[src/hw/periphBusPkg.sv]
/*
	core-side bus package
	request strobes from the core and the status word it reads back
*/
package periphBusPkg;

	localparam int BYTE_W = 8;	// core data path width

	// one request per cycle, strobes may overlap
	// 1 + 1 + 1 + 8 = 11 bits
	typedef struct packed {
		logic wr;		// push wrData into tx FIFO
		logic rd;		// pop rx FIFO
		logic statRd;	// status read, clears overrun
		logic [BYTE_W-1:0] wrData;
	} coreReq_t;

	// loaded zero-extended into the accumulator
	typedef struct packed {
		logic txFull;
		logic txEmpty;
		logic rxFull;
		logic rxEmpty;
		logic overrun;	// sticky until status read
	} uartStatus_t;

endpackage

[src/hw/uartLinePkg.sv]
/*
	serial line package
	8N1 frame constants and the four-phase state encoding
	shared by the transmitter and the receiver
*/
package uartLinePkg;

	//////////////////////
	// frame format
	//////////////////////
	localparam int OVERSAMPLE = 16;		// ticks per bit
	localparam int DATA_BITS_DEF = 8;	// default payload width
	localparam int SB_TICK_DEF = 16;	// one stop bit at 16x

	//////////////////////
	// engine phases
	//////////////////////
	// same four phases on both sides of the line
	typedef enum logic [1:0] {
		IDLE = 2'b00,	// line high, waiting
		START = 2'b01,	// start bit
		DATA = 2'b10,	// payload bits, LSB first
		STOP = 2'b11	// stop period
	} txState_t;

endpackage
[src/hw/uartPeriph.sv]
`timescale 1ns/1ps
/*
	UART peripheral top
	core strobes feed the tx FIFO and drain the rx FIFO
	also holds the rx synchroniser, the overrun flag and the status word
*/
module uartPeriph #(
	parameter int DATA_BITS = uartLinePkg::DATA_BITS_DEF,
	parameter int SB_TICK = uartLinePkg::SB_TICK_DEF,
	parameter int BAUD_DIV = 27,		// clk cycles per 16x tick
	parameter int FIFO_ADDR_BITS = 4	// 16 entries
) (
	input logic clk,
	input logic reset,
	input periphBusPkg::coreReq_t req,
	input logic rx,
	output logic [periphBusPkg::BYTE_W-1:0] rdData,
	output periphBusPkg::uartStatus_t status,
	output logic tx
);
	logic sTick;
	logic [1:0] rxSync;		// two-flop synchroniser
	logic txFull, txEmpty, rxFull, rxEmpty;
	logic txPop;			// frame start
	logic rxDone;			// word received
	logic [DATA_BITS-1:0] txHead, rxWord, rxHead;
	logic overrun;

	baudTickGen #(.BAUD_DIV(BAUD_DIV)) tickGen (.clk, .reset, .sTick);

	//////////////////////
	// transmit path
	//////////////////////
	uartFifo #(.WIDTH(DATA_BITS), .ADDR_BITS(FIFO_ADDR_BITS)) txFifo (
		.clk, .reset,
		.push(req.wr),		// dropped when full
		.pop(txPop),
		.wrData(req.wrData[DATA_BITS-1:0]),
		.rdData(txHead), .full(txFull), .empty(txEmpty)
	);

	uartTrans #(.DATA_BITS(DATA_BITS), .SB_TICK(SB_TICK)) trans (
		.clk, .reset, .sTick,
		.txStart(!txEmpty), .din(txHead),
		.tx, .txDoneTick(txPop)
	);

	//////////////////////
	// receive path
	//////////////////////
	always_ff @(posedge clk or posedge reset)
	begin
		if (reset)
			rxSync <= 2'b11;	// idle line level
		else
			rxSync <= {rxSync[0], rx};
	end

	uartRecv #(.DATA_BITS(DATA_BITS), .SB_TICK(SB_TICK)) recv (
		.clk, .reset, .sTick,
		.rx(rxSync[1]), .dout(rxWord), .rxDoneTick(rxDone)
	);

	uartFifo #(.WIDTH(DATA_BITS), .ADDR_BITS(FIFO_ADDR_BITS)) rxFifo (
		.clk, .reset,
		.push(rxDone), .pop(req.rd),	// read on empty is ignored
		.wrData(rxWord),
		.rdData(rxHead), .full(rxFull), .empty(rxEmpty)
	);

	// word lost on a full rx FIFO, a new loss wins over the clearing read
	always_ff @(posedge clk or posedge reset)
	begin
		if (reset)
			overrun <= 1'b0;
		else if (rxDone && rxFull)
			overrun <= 1'b1;
		else if (req.statRd)
			overrun <= 1'b0;
	end

	assign rdData = periphBusPkg::BYTE_W'(rxHead);	// head of rx FIFO

	assign status.txFull = txFull;
	assign status.txEmpty = txEmpty;
	assign status.rxFull = rxFull;
	assign status.rxEmpty = rxEmpty;
	assign status.overrun = overrun;

endmodule

[src/hw/uartRecv.sv]
`timescale 1ns/1ps
/*
	UART receiver
	finds the start bit, samples each data bit at mid-bit on the 16x tick
	and strobes rxDoneTick with the word on dout after the stop period
*/
module uartRecv #(
	parameter int DATA_BITS = uartLinePkg::DATA_BITS_DEF,
	parameter int SB_TICK = uartLinePkg::SB_TICK_DEF
) (
	input logic clk,
	input logic reset,
	input logic sTick,
	input logic rx,		// already synchronised
	output logic [DATA_BITS-1:0] dout,
	output logic rxDoneTick
);
	localparam int TICK_MAX = (uartLinePkg::OVERSAMPLE > SB_TICK) ?
		uartLinePkg::OVERSAMPLE : SB_TICK;
	localparam int S_W = $clog2(TICK_MAX);
	localparam int N_W = $clog2(DATA_BITS + 1);
	localparam logic [S_W-1:0] MID_BIT = S_W'(uartLinePkg::OVERSAMPLE / 2 - 1);
	localparam logic [S_W-1:0] BIT_END = S_W'(uartLinePkg::OVERSAMPLE - 1);
	localparam logic [S_W-1:0] STOP_END = S_W'(SB_TICK - 1);
	localparam logic [N_W-1:0] LAST_BIT = N_W'(DATA_BITS - 1);

	uartLinePkg::txState_t stateReg, stateNext;
	logic [S_W-1:0] sReg, sNext;	// ticks since last sample point
	logic [N_W-1:0] nReg, nNext;	// bits received so far
	logic [DATA_BITS-1:0] bReg, bNext;	// assembled word

	always_ff @(posedge clk or posedge reset)
	begin
		if (reset)
		begin
			stateReg <= uartLinePkg::IDLE;
			sReg <= '0;
			nReg <= '0;
		end
		else
		begin
			stateReg <= stateNext;
			sReg <= sNext;
			nReg <= nNext;
		end
	end

	always_ff @(posedge clk)
		bReg <= bNext;

	//////////////////////
	// next state
	//////////////////////
	always_comb
	begin
		stateNext = stateReg;
		sNext = sReg;
		nNext = nReg;
		bNext = bReg;
		rxDoneTick = 1'b0;
		case (stateReg)
			uartLinePkg::IDLE:
			begin
				if (!rx)	// falling edge of a possible start bit
				begin
					sNext = '0;
					stateNext = uartLinePkg::START;
				end
			end
			uartLinePkg::START:
			begin
				if (sTick)
				begin
					if (sReg == MID_BIT)
					begin
						if (!rx)	// still low at mid start bit
						begin
							sNext = '0;
							nNext = '0;
							stateNext = uartLinePkg::DATA;
						end
						else
							stateNext = uartLinePkg::IDLE;	// glitch, drop it
					end
					else
						sNext = sReg + 1'b1;
				end
			end
			uartLinePkg::DATA:
			begin
				if (sTick)
				begin
					if (sReg == BIT_END)	// mid of the next bit
					begin
						sNext = '0;
						bNext = {rx, bReg[DATA_BITS-1:1]};	// shift in from the top
						if (nReg == LAST_BIT)
							stateNext = uartLinePkg::STOP;
						else
							nNext = nReg + 1'b1;
					end
					else
						sNext = sReg + 1'b1;
				end
			end
			uartLinePkg::STOP:
			begin
				// stop bit level is not checked
				if (sTick)
				begin
					if (sReg == STOP_END)
					begin
						rxDoneTick = 1'b1;
						stateNext = uartLinePkg::IDLE;
					end
					else
						sNext = sReg + 1'b1;
				end
			end
		endcase
	end

	assign dout = bReg;

endmodule

[src/hw/uartTrans.sv]
`timescale 1ns/1ps
/*
	UART transmitter
	sends one 8N1 frame per word, LSB first, paced by the 16x tick
	txDoneTick pops the tx FIFO as the frame leaves idle
*/
module uartTrans #(
	parameter int DATA_BITS = uartLinePkg::DATA_BITS_DEF,
	parameter int SB_TICK = uartLinePkg::SB_TICK_DEF
) (
	input logic clk,
	input logic reset,
	input logic sTick,
	input logic txStart,	// tx FIFO not empty
	input logic [DATA_BITS-1:0] din,
	output logic tx,
	output logic txDoneTick
);
	localparam int TICK_MAX = (uartLinePkg::OVERSAMPLE > SB_TICK) ?
		uartLinePkg::OVERSAMPLE : SB_TICK;
	localparam int S_W = $clog2(TICK_MAX);
	localparam int N_W = $clog2(DATA_BITS + 1);
	localparam logic [S_W-1:0] BIT_END = S_W'(uartLinePkg::OVERSAMPLE - 1);
	localparam logic [S_W-1:0] STOP_END = S_W'(SB_TICK - 1);
	localparam logic [N_W-1:0] LAST_BIT = N_W'(DATA_BITS - 1);

	uartLinePkg::txState_t stateReg, stateNext;
	logic [S_W-1:0] sReg, sNext;	// tick counter within a bit
	logic [N_W-1:0] nReg, nNext;	// data bit index
	logic [DATA_BITS-1:0] bReg, bNext;	// shift register
	logic txReg, txNext;

	always_ff @(posedge clk or posedge reset)
	begin
		if (reset)
		begin
			stateReg <= uartLinePkg::IDLE;
			sReg <= '0;
			nReg <= '0;
			txReg <= 1'b1;	// line idles high
		end
		else
		begin
			stateReg <= stateNext;
			sReg <= sNext;
			nReg <= nNext;
			txReg <= txNext;	// tx lags the state by one clk
		end
	end

	always_ff @(posedge clk)
		bReg <= bNext;

	//////////////////////
	// next state
	//////////////////////
	always_comb
	begin
		stateNext = stateReg;
		sNext = sReg;
		nNext = nReg;
		bNext = bReg;
		txNext = txReg;
		txDoneTick = 1'b0;
		case (stateReg)
			uartLinePkg::IDLE:
			begin
				txNext = 1'b1;
				if (txStart)
				begin
					txDoneTick = 1'b1;	// pops FIFO this edge
					bNext = din;		// grab head before it advances
					sNext = '0;
					stateNext = uartLinePkg::START;
				end
			end
			uartLinePkg::START:
			begin
				txNext = 1'b0;
				if (sTick)
				begin
					if (sReg == BIT_END)
					begin
						sNext = '0;
						nNext = '0;
						stateNext = uartLinePkg::DATA;
					end
					else
						sNext = sReg + 1'b1;
				end
			end
			uartLinePkg::DATA:
			begin
				txNext = bReg[0];	// LSB first
				if (sTick)
				begin
					if (sReg == BIT_END)
					begin
						sNext = '0;
						bNext = bReg >> 1;
						if (nReg == LAST_BIT)
							stateNext = uartLinePkg::STOP;
						else
							nNext = nReg + 1'b1;
					end
					else
						sNext = sReg + 1'b1;
				end
			end
			uartLinePkg::STOP:
			begin
				txNext = 1'b1;
				if (sTick)
				begin
					if (sReg == STOP_END)
						stateNext = uartLinePkg::IDLE;	// next frame may start right away
					else
						sNext = sReg + 1'b1;
				end
			end
		endcase
	end

	assign tx = txReg;

endmodule

[src/hw/uartFifo.sv]
`timescale 1ns/1ps
/*
	first-word-fall-through FIFO
	head word sits on rdData while not empty, flags are registered
	push on full and pop on empty are ignored
*/
module uartFifo #(
	parameter int WIDTH = 8,
	parameter int ADDR_BITS = 4		// depth is 2**ADDR_BITS
) (
	input logic clk,
	input logic reset,
	input logic push,
	input logic pop,
	input logic [WIDTH-1:0] wrData,
	output logic [WIDTH-1:0] rdData,
	output logic full,
	output logic empty
);
	localparam int DEPTH = 2 ** ADDR_BITS;

	logic [WIDTH-1:0] mem [DEPTH];	// storage, no reset
	logic [ADDR_BITS:0] wrPtr, rdPtr;	// extra msb tells full from empty
	logic [ADDR_BITS:0] wrNext, rdNext;
	logic doPush, doPop;

	assign doPush = push && !full;
	assign doPop = pop && !empty;

	assign wrNext = wrPtr + {{ADDR_BITS{1'b0}}, doPush};
	assign rdNext = rdPtr + {{ADDR_BITS{1'b0}}, doPop};

	always_ff @(posedge clk)
	begin
		if (doPush)
			mem[wrPtr[ADDR_BITS-1:0]] <= wrData;
	end

	//////////////////////
	// pointers and flags
	//////////////////////
	always_ff @(posedge clk or posedge reset)
	begin
		if (reset)
		begin
			wrPtr <= '0;
			rdPtr <= '0;
			full <= 1'b0;
			empty <= 1'b1;
		end
		else
		begin
			wrPtr <= wrNext;
			rdPtr <= rdNext;
			empty <= (wrNext == rdNext);
			full <= (wrNext[ADDR_BITS-1:0] == rdNext[ADDR_BITS-1:0]) &&
				(wrNext[ADDR_BITS] != rdNext[ADDR_BITS]);	// wrapped once
		end
	end

	assign rdData = mem[rdPtr[ADDR_BITS-1:0]];	// head, valid when !empty

endmodule

[src/hw/baudTickGen.sv]
`timescale 1ns/1ps
/*
	baud tick generator
	divides clk down to the 16x oversampling tick for both serial engines
*/
module baudTickGen #(
	parameter int BAUD_DIV = 27		// clk cycles per tick
) (
	input logic clk,
	input logic reset,
	output logic sTick
);
	localparam int CNT_W = (BAUD_DIV > 1) ? $clog2(BAUD_DIV) : 1;
	localparam logic [CNT_W-1:0] RELOAD = CNT_W'(BAUD_DIV - 1);

	logic [CNT_W-1:0] cnt;	// counts down to zero

	always_ff @(posedge clk or posedge reset)
	begin
		if (reset)
			cnt <= RELOAD;	// first tick BAUD_DIV-1 cycles after reset
		else if (cnt == '0)
			cnt <= RELOAD;
		else
			cnt <= cnt - 1'b1;
	end

	assign sTick = (cnt == '0);	// one cycle wide

endmodule

[config.mk]
export PLATFORM = sky130hd
export DESIGN_NAME = uartPeriph
export DESIGN_NICKNAME = d
export VERILOG_FILES = /design/src/hw/periphBusPkg.sv /design/src/hw/uartLinePkg.sv /design/src/hw/uartPeriph.sv /design/src/hw/uartRecv.sv /design/src/hw/uartTrans.sv /design/src/hw/uartFifo.sv /design/src/hw/baudTickGen.sv
export SDC_FILE = /design/constraint.sdc
export NUM_CORES = 1
export LEC_CHECK = 0
export ABC_AREA = 1
export BUFFER_PORTS_ARGS = -buffer_cell sky130_fd_sc_hd__clkbuf_2
export CAP_MARGIN = 20
export CORE_MARGIN = 3
export CORE_UTILIZATION = 25
export CTS_CLUSTER_DIAMETER = 200
export DETAILED_ROUTE_END_ITERATION = 12
export PLACE_DENSITY = 0.42
export SLEW_MARGIN = 40
export SYNTH_ARGS = -nofsm -noshare
export SYNTH_HDL_FRONTEND = slang
export SYNTH_SLANG_ARGS = --single-unit
[constraint.sdc]
create_clock -name clk -period 3.75 [get_ports clk]
set_clock_uncertainty 0.15 [all_clocks]
set_input_delay 0.5625 -clock clk [delete_from_list [all_inputs] [get_ports clk]]
set_output_delay 0.5625 -clock clk [all_outputs]
set_load 0.02 [all_outputs]
==> metrics.txt, run 1 <==
post-synth top area cell edfxtp_1; switch share approximately 29%; # clock sinks 325; Reg power frac 44.2%; H-tree levels 2; ys async rst share 16.31%; Static Leak approximately 6 nW; Clock power frac between 30% and 40%; Routed Antenna Nets 0; total power 9.838 mW; Worst Setup End Kind output port; final HPWL from detailed placement 20230 um; net switching power around 2.9 mW; DRT iter0 DRCs about 460; Worst-Skew Late Latency 550 ps; Max clock buf depth 3; prevailing post-synth register cell edfxtp_1; Final Max Tran Viols 0; Pwr per Cell Area 609.0 nW/um^2; worst min path class input pin to flop; setup TNS after final layout 0 ps; Crit path arrival time 2380 ps; syn_nets 1276; # rows 85; CP max FO 57; Internal Power 6.940 mW; Overall Global Routing Usage between 10% and 20%; largest net degree at the start of global routing 66; GRT overflow 0; number of synthesized flops with an enable pin approximately 270; Routed Wire Length around 33000 um; Synth Cell Area 13880 sq um; I/O Buffers 27; fill cell count ~5600; CP Launch Type flop; met2 Resource Use GR 18.43%; die area about 60000 sq um; multi-input gate area in the final layout 3714 sq um; initial core utilization between 20% and 30%; Tmin final about 3100 ps; Maximum Capacitance Violations 0; CTS Root Cell clkbuf_16; commonest cells after routing, fill and taps aside nand2_1 (290), edfxtp_1 (272), nand3_1 (173); f_max 323.3 MHz; Pre-Repair DR Iteration Count 5; share of layout cells above drive strength 1 12.31%; Mapped Avg Cell Area about 11 sq um; Final GP Congestion 0.7548; placed insts 1966; Die Width 241.7 um; global route hottest layer met2; Residual DRC 0; Final Util 29.73%; vias 8676; I/O pin total 28; Final setup viols 0; number of global-route vias before repair between 8000 and 9000; met1 Track Usage GR 15.42%; fin nets between 1000 and 1500; Netlist cell types 36; period utilisation layout 82.47%; Critical Setup Path Class flop to output port; Register Area 9510 sq um; first-pass GRT wire length 52180 um; commonest non-fill, non-tap cell in the layout nand2_1; post_cts resized 0; Fin. Hold Viols 0; RSZ-0062 raised after global routing false; Worst Max-Slew Pin Slew 826.9 ps; CTS tree built; leading post-synthesis cells by cell area edfxtp_1 (59%), dfrtp_1 (8.1%), nand2_1 (7.8%), nand3_1 (6.2%), inv_1 (3.0%); wire length per cell between 15 and 20 um; GR Util met3 under 10%; Logic pwr share approximately 18%; Slew Limit Headroom 44.67%; post-synthesis sequential area ratio between 60% and 70%; Core ar. 54350 sq um; Worst Path Required ~3000 ps; initial antenna violation count 0; cells after synthesis 1242; status finished, final reports clean; DP Area 14850 sq um; P&R area growth vs syn 16.36%; Layout Cells excl Fill 2039; cell area after layout 16160 sq um; Die Height 241.7 um; Yosys top cell area share 58.83%; vias per cell 4.255; Antenna diodes 0; peak supply drop 354.2 uV; Synth Register Bits 325; CTS Buf Count 39; Worst-path clk slew 60 ps; number of synthesis warnings 0
[through the flow]
stage / hold WS [ps] / setup WS [ps]
2_1_floorplan: 195.2 / 1418
3_3_place_gp: 201.0 / 1075
3_5_place_dp: 200.3 / 1097
4_1_cts: 24.75 / 573.2
5_1_grt: 60.09 / 386.1
6_report: 63.32 / 657.2
[cells in the mapped netlist (2+ instances only)]
master and n:
nand3_2 5, nand2_2 2, buf_4 5, buf_2 22
xnor2_1 11, nor2_2 3, nand2_1 290, a21oi_1 37
o22ai_1 2, o211ai_1 32, o21ai_0 47, nor2_1 70
nand3_1 173, edfxtp_1 272, o21ai_1 18, nor2_4 4
inv_1 110, ha_1 20, buf_1 2, or2_2 4
clkbuf_1 27, inv_2 10, xor2_1 12, dfrtp_1 45
dfstp_2 8
[what timing repair did]
action                                  CTS  global route
endpoints found under the setup margin    0             0
buffers inserted                          0             0
hold endpoints to repair                 33             0
hold buffers                              2             0
[metal layers]
| layer | wire length (um) | share of wire [%] |
|---|---|---|
| met5 | 0 | 0 |
| met4 | 713 | 2.2 |
| met3 | 1259 | 3.8 |
| met2 | 15260 | 46 |
| met1 | 15820 | 48 |
[critical path: stages, from the launching register on]
cell and delay [ps]:
dfrtp_4 790, buf_4 400, a21oi_1 110, o21ai_0 100, nand3_1 90, nand3_1 100
nand2_1 80, clkbuf_2 170
[flip-flops by register name (all words and copies together) (netlist names), 5 cells and up, named ones only]
signal	cells
recv.dout	8
rxFifo.mem	128
rxFifo.rdPtr	5
rxFifo.wrPtr	5
tickGen.cnt	5
trans.bReg	8
txFifo.mem	128
txFifo.rdPtr	5
txFifo.wrPtr	5
[path summary, 6_finish.rpt]
kind,end,cells past startpoint,start,slack (ps)
worst max-delay path,rdData[7],7,rxFifo.rdPtr[0],660
worst min-delay path,overrun,2,req[8],60
worst max register to register,rxFifo.mem[7][3],8,tickGen.cnt[0],1210
worst min register to register,rxSync[1],0,rxSync[0],210
max in group asynchronous,rxSync[1],4,reset,2320
min in group asynchronous,txFifo.full,3,reset,440
[cell families (layout without fill, tap and decap cells)]
family / Yosys count / after routing / synth area share (%)
simple gates: 558 / 558 / 17.48
flops: 325 / 325 / 68.45
buf+inv: 176 / 234 / 5.092
compound gates: 140 / 140 / 5.722
xor+xnor: 23 / 23 / 1.451
fa+ha+maj: 20 / 20 / 1.802
[final cells by class]
class	instances	share of cell area, %
Sequential cell	325	58.87
Multi-Input combinational cell	741	22.99
Clock buffer	52	6.660
Tap cell	739	5.723
Inverter	120	2.804
Timing Repair Buffer	43	1.766
Clock inverter	19	1.193
[power by group through the flow]
stage               Sequential, mW  Clock [mW]  Combinational, mW
finish                        4.34        3.72               1.77
global route                  4.38        3.99               2.01
CTS                           4.35        3.85               1.82
detailed placement            4.42           0               1.81
global placement              4.42           0               1.79
floorplan                     4.26           0               1.33
(Power assumes the default switching activity.)
==> run 2, diff against run 1 <==
- clock period: 3.75 -> 3.15 ns (I/O delays scaled with it)
==> run 2 against run 1 <==
  * Non-clock buffer count grew 27
  * Combinational power grew 25%
  * Via count grew 1.2%
  * Power grew 19%
  * Cell count grew 1.1%
  * Final area grew 0.97%
  * Critical path type unchanged
  * Core utilization grew 0.29 points
==> metrics.txt, run 2 (synthesized netlist as in run 1, its figures left out) <==
CP max FO 34; Residual DRC 0; # rows 85; Layout Cells excl Fill 2062; Die Height 241.7 um; Pre-Repair DR Iteration Count 5; peak supply drop 360.5 uV; vias per cell 4.256; initial core utilization 25.55%; Core ar. 54350 sq um; Static Leak 6.222 nW; Reg power frac 44.1%; CP Launch Type flop; # clock sinks around 330; Max clock buf depth 3; Overall Global Routing Usage 11.49%; Pwr per Cell Area 716.7 nW/um^2; commonest cells after routing, fill and taps aside nand2_1 (290), edfxtp_1 (272), nand3_1 (173); Routed Antenna Nets 0; first-pass GRT wire length 52580 um; Critical Setup Path Class flop to output port; share of layout cells above drive strength 1 12.70%; period utilisation layout between 90 and 100%; switch share 29.54%; Worst Setup End Kind output port; vias 8776; fill cell count 5578; Logic pwr share 19.0%; Slew Limit Headroom 47.59%; H-tree levels 2; P&R area growth vs syn 17.48%; Crit path arrival time 2320 ps; initial antenna violation count 0; commonest non-fill, non-tap cell in the layout nand2_1; RSZ-0062 raised after global routing false; Worst Max-Slew Pin Slew 783.2 ps; setup TNS after final layout 0 ps; I/O pin total 28; Antenna diodes 0; Final Max Tran Viols 0; Routed Wire Length approximately 34000 um; Internal Power 8.238 mW; fin nets 1331; I/O Buffers 27; Die Width about 240 um; net switching power 3.454 mW; Final setup viols 0; CTS Buf Count 39; f_max 340.1 MHz; Fin. Hold Viols 0; Worst Path Required 2530 ps; GRT overflow 0; Tmin final just under 3000 ps; Clock power frac 36.9%; largest net degree at the start of global routing 65; DRT iter0 DRCs 547; final HPWL from detailed placement 20650 um; wire length per cell 16.33 um; CTS tree built; placed insts 1991; worst min path class flop to flop; Worst-Skew Late Latency 550 ps; die area 58400 sq um; Maximum Capacitance Violations 0; cell area after layout 16310 sq um; DP Area 15030 sq um; status finished, final reports clean; number of global-route vias before repair 8680; Worst-path clk slew 60 ps; CTS Root Cell clkbuf_16; Final GP Congestion 0.7648
-- run 2: changes by cell type in the layout (fill, tap and decap cells not counted), moves of 2 or more --
cell      previous run  this run
nor2_2              19         5
buf_4               12        35
buf_12               2         4
clkinv_2            10         8
clkinv_1             1         6
nor2_1              54        68
clkbuf_1             9         4
-- run 2: worst paths after layout --
path / end / cells after the start / slack (ps) / start
worst max-delay path: rdData[4] / 6 / 210 / rxFifo.rdPtr[1]
worst min register to register: rxSync[1] / 0 / 200 / rxSync[0]
worst min-delay path: rxSync[1] / 0 / 200 / rxSync[0]
min in group asynchronous: txFifo.wrPtr[1] / 3 / 270 / reset
max in group asynchronous: rxFifo.empty / 4 / 1950 / reset
worst max register to register: rxFifo.mem[12][1] / 9 / 630 / recv.sReg[0]
-- run 2: per-layer routing --
| metal | global-route usage (%) | vias to the layer above | routed length (um) | part of all wire (%) |
|---|---|---|---|---|
| li1 | - | 4365 | - | - |
| met1 | 15.92 | 4234 | 16110 | 48 |
| met2 | 18.48 | 131 | 15580 | 46 |
| met3 | 2.049 | 46 | 1312 | 3.9 |
| met4 | 3.271 | 0 | 672 | 2.0 |
| met5 | 0 | - | 0 | 0 |
-- run 2: stage by stage --
step           utilization [%]  setup slack (ps)  total power [mW]  hold slack (ps)
2_1_floorplan                -             818.3             6.660            195.2
5_1_grt                  30.01             84.50             12.33            211.9
6_report                 30.01             209.7             11.69            203.5
3_3_place_gp             27.63             599.7             7.439            197.6
3_5_place_dp             27.65             559.2             7.450            203.4
4_1_cts                  29.97             155.1             11.86            207.6
-- run 2: area by class of cell --
cell class	instances	area (sq um)	area share [%]
flip-flops and latches	325	9510	58.30
multi-input cells	741	3679	22.55
clock buffers	45	1018	6.244
well taps	739	924.6	5.668
repair buffers	70	519.2	3.183
inverters	120	450.4	2.761
clock inverters	22	210.2	1.289
-- run 2: critical path: stages, from the launching register on --
cell	delay (ps)
dfrtp_2	800
buf_12	280
o211ai_1	120
nand3_1	170
nand3_1	140
nand2_1	90
clkbuf_2	170
-- run 2: power by group through the flow --
| stage | clock, mW | sequential, mW | combinational (mW) |
|---|---|---|---|
| after global placement | 0 | 5.29 | 2.15 |
| after detailed placement | 0 | 5.29 | 2.16 |
| after CTS | 4.49 | 5.20 | 2.17 |
| after floorplan | 0 | 5.07 | 1.59 |
| after global routing | 4.65 | 5.19 | 2.49 |
| final | 4.31 | 5.16 | 2.22 |
-- run 2: what timing repair did --
action	CTS	global route
setup buffers	0	1
endpoints found under the setup margin	0	1
hold endpoints to repair	15	0
hold buffers	3	0
resized for setup	0	0
==> run 3, diff against run 2 <==
- CTS_BUF_LIST: unset -> sky130_fd_sc_hd__clkbuf_4
==> run 3 against run 2 <==
  * Power fell by 2.9%
  * Final area up 0.39%
  * Clock power shrank 10%
  * Flip-flop and latch count stayed put
  * Critical path depth grew 1
  * Sequential share of layout area shrank 0.21 points
  * Worst setup slack improved by 3.1 ps
  * Combinational power rose by 6%
  * Critical endpoint unchanged
  * Highest routed layer unchanged
==> metrics.txt, run 3 (synthesized netlist as in run 1, its figures left out) <==
Slew Limit Headroom 46.54%; Tmin final 2937 ps; Crit path arrival time ~2300 ps; Residual DRC 0; worst setup path start rxFifo.rdPtr[0]; initial core utilization between 20% and 30%; CTS tree built; Worst-Skew Late Latency 760 ps; fin nets 1395; P&R area growth vs syn 17.94%; worst min path class input pin to flop; vias per cell around 4.3; final HPWL from detailed placement 20650 um; peak supply drop 296.2 uV; Max clock buf depth 3; Final setup viols 0; commonest cells after routing, fill and taps aside nand2_1 (290), edfxtp_1 (272), nand3_1 (173); commonest non-fill, non-tap cell in the layout nand2_1; I/O Buffers 27; reg2reg start recv.sReg[0]; largest net degree at the start of global routing 65; # rows 85; # clock sinks roughly 330; I/O pin total 28; cell area after layout 16380 sq um; GRT overflow 0; vias about 9200; f_max 340.5 MHz; Min-Delay Startpoint req[4]; Final GP Congestion 0.7648; first-pass GRT wire length 53500 um; Final Max Tran Viols 0; Critical Setup Path Class flop to output port; number of global-route vias before repair slightly above 9000; Pre-Repair DR Iteration Count 5; setup TNS after final layout 0 ps; Fin. Hold Viols 0; Pwr per Cell Area around 690 nW/um^2; CTS Buf Count 92; CP Launch Type flop; Worst-path clk slew 60 ps; Die Width 241.7 um; Core ar. 54350 sq um; status finished, final reports clean; initial antenna violation count 1; CTS Root Cell clkbuf_4; RSZ-0062 raised after global routing false; Worst Setup End Kind output port; die area 58400 sq um; Static Leak 6.367 nW; Routed Antenna Nets 0; CP max FO 37; DP Area 15030 sq um; Overall Global Routing Usage approximately an eighth; Worst Path Required roughly 2500 ps; Maximum Capacitance Violations 0; Die Height 241.7 um; H-tree levels 3; share of layout cells above drive strength 1 roughly 18%; period utilisation layout slightly above 90%; wire length per cell roughly 16 um; DRT iter0 DRCs 586; Worst Max-Slew Pin Slew 799.0 ps; Routed Wire Length between 30000 and 40000 um
==> run 3: changes by cell type in the layout (fill, tap and decap cells not counted), sizes merged <==
cell / previous run / this run
buf: 40 / 43
bufinv: 3 / 2
clkbuf: 72 / 162
clkinv: 18 / 20
clkinvlp: 1 / 0
diode: 0 / 1
dlygate4sd3: 3 / 11
inv: 120 / 123
==> run 3: where the power goes <==
part / internal, mW / switching (mW) / total (mW)
clock: 2.12 / 1.76 / 3.88
combinational: 0.812 / 1.55 / 2.36
sequential: 4.92 / 0.200 / 5.12
total: 7.84 / 3.51 / 11.4
==> run 3: routing by layer <==
layer | wire [um] | global-route usage [%]
met2 | 15870 | 18.68
met5 | 0 | 0
met1 | 16280 | 15.64
met3 | 1640 | 2.980
met4 | 672 | 3.996
==> run 3: path summary, 6_finish.rpt <==
check	cells after the start	slack (ps)	endpoint
worst max-delay path	7	210	rdData[4]
worst min-delay path	1	100	txFifo.mem[6][4]
worst max register to register	9	600	rxFifo.mem[12][6]
worst min register to register	0	210	rxSync[1]
max in group asynchronous	5	1570	rxFifo.empty
min in group asynchronous	4	610	txFifo.wrPtr[0]
==> run 3: stage by stage <==
stage / utilization [%] / instances / power [mW] / hold slack, ps / setup WS (ps)
floorplan: - / 1242 / 6.660 / 195.2 / 818.3
global placement: 27.63 / 1990 / 7.439 / 197.6 / 599.7
detailed placement: 27.65 / 1991 / 7.450 / 203.4 / 559.2
CTS: 30.06 / 2163 / 11.49 / 11.93 / 27.38
global route: 30.13 / 2167 / 12.06 / 26.16 / 7.898
finish: 30.13 / 2167 / 11.35 / 104.7 / 212.8
==> run 3: final cells by class <==
type | instances | area, sq um
Clock buffer | 135 | 1013
Fill cell | 5670 | 37970
Inverter | 120 | 450.4
Clock inverter | 25 | 156.4
Antenna cell | 1 | 2.502
Multi-Input combinational cell | 741 | 3679
Tap cell | 739 | 924.6
Timing Repair Buffer | 81 | 636.9
Sequential cell | 325 | 9513
==> run 3: what timing repair did <==
action | 4_1_cts | 5_1_grt
setup buffers | 1 | 3
endpoints found under the setup margin | 8 | 7
hold buffers | 11 | 0
gates cloned | 0 | 0
gates resized for setup | 1 | 0
hold endpoints to repair | 130 | 0
==> run 3: worst max-delay path, cell delays in order (launching register included) <==
cell      delay (ps)
dfrtp_4          590
buf_12           210
a21oi_1          150
o21ai_0           90
nand3_1          130
nand3_1          140
nand2_1           90
clkbuf_2         170
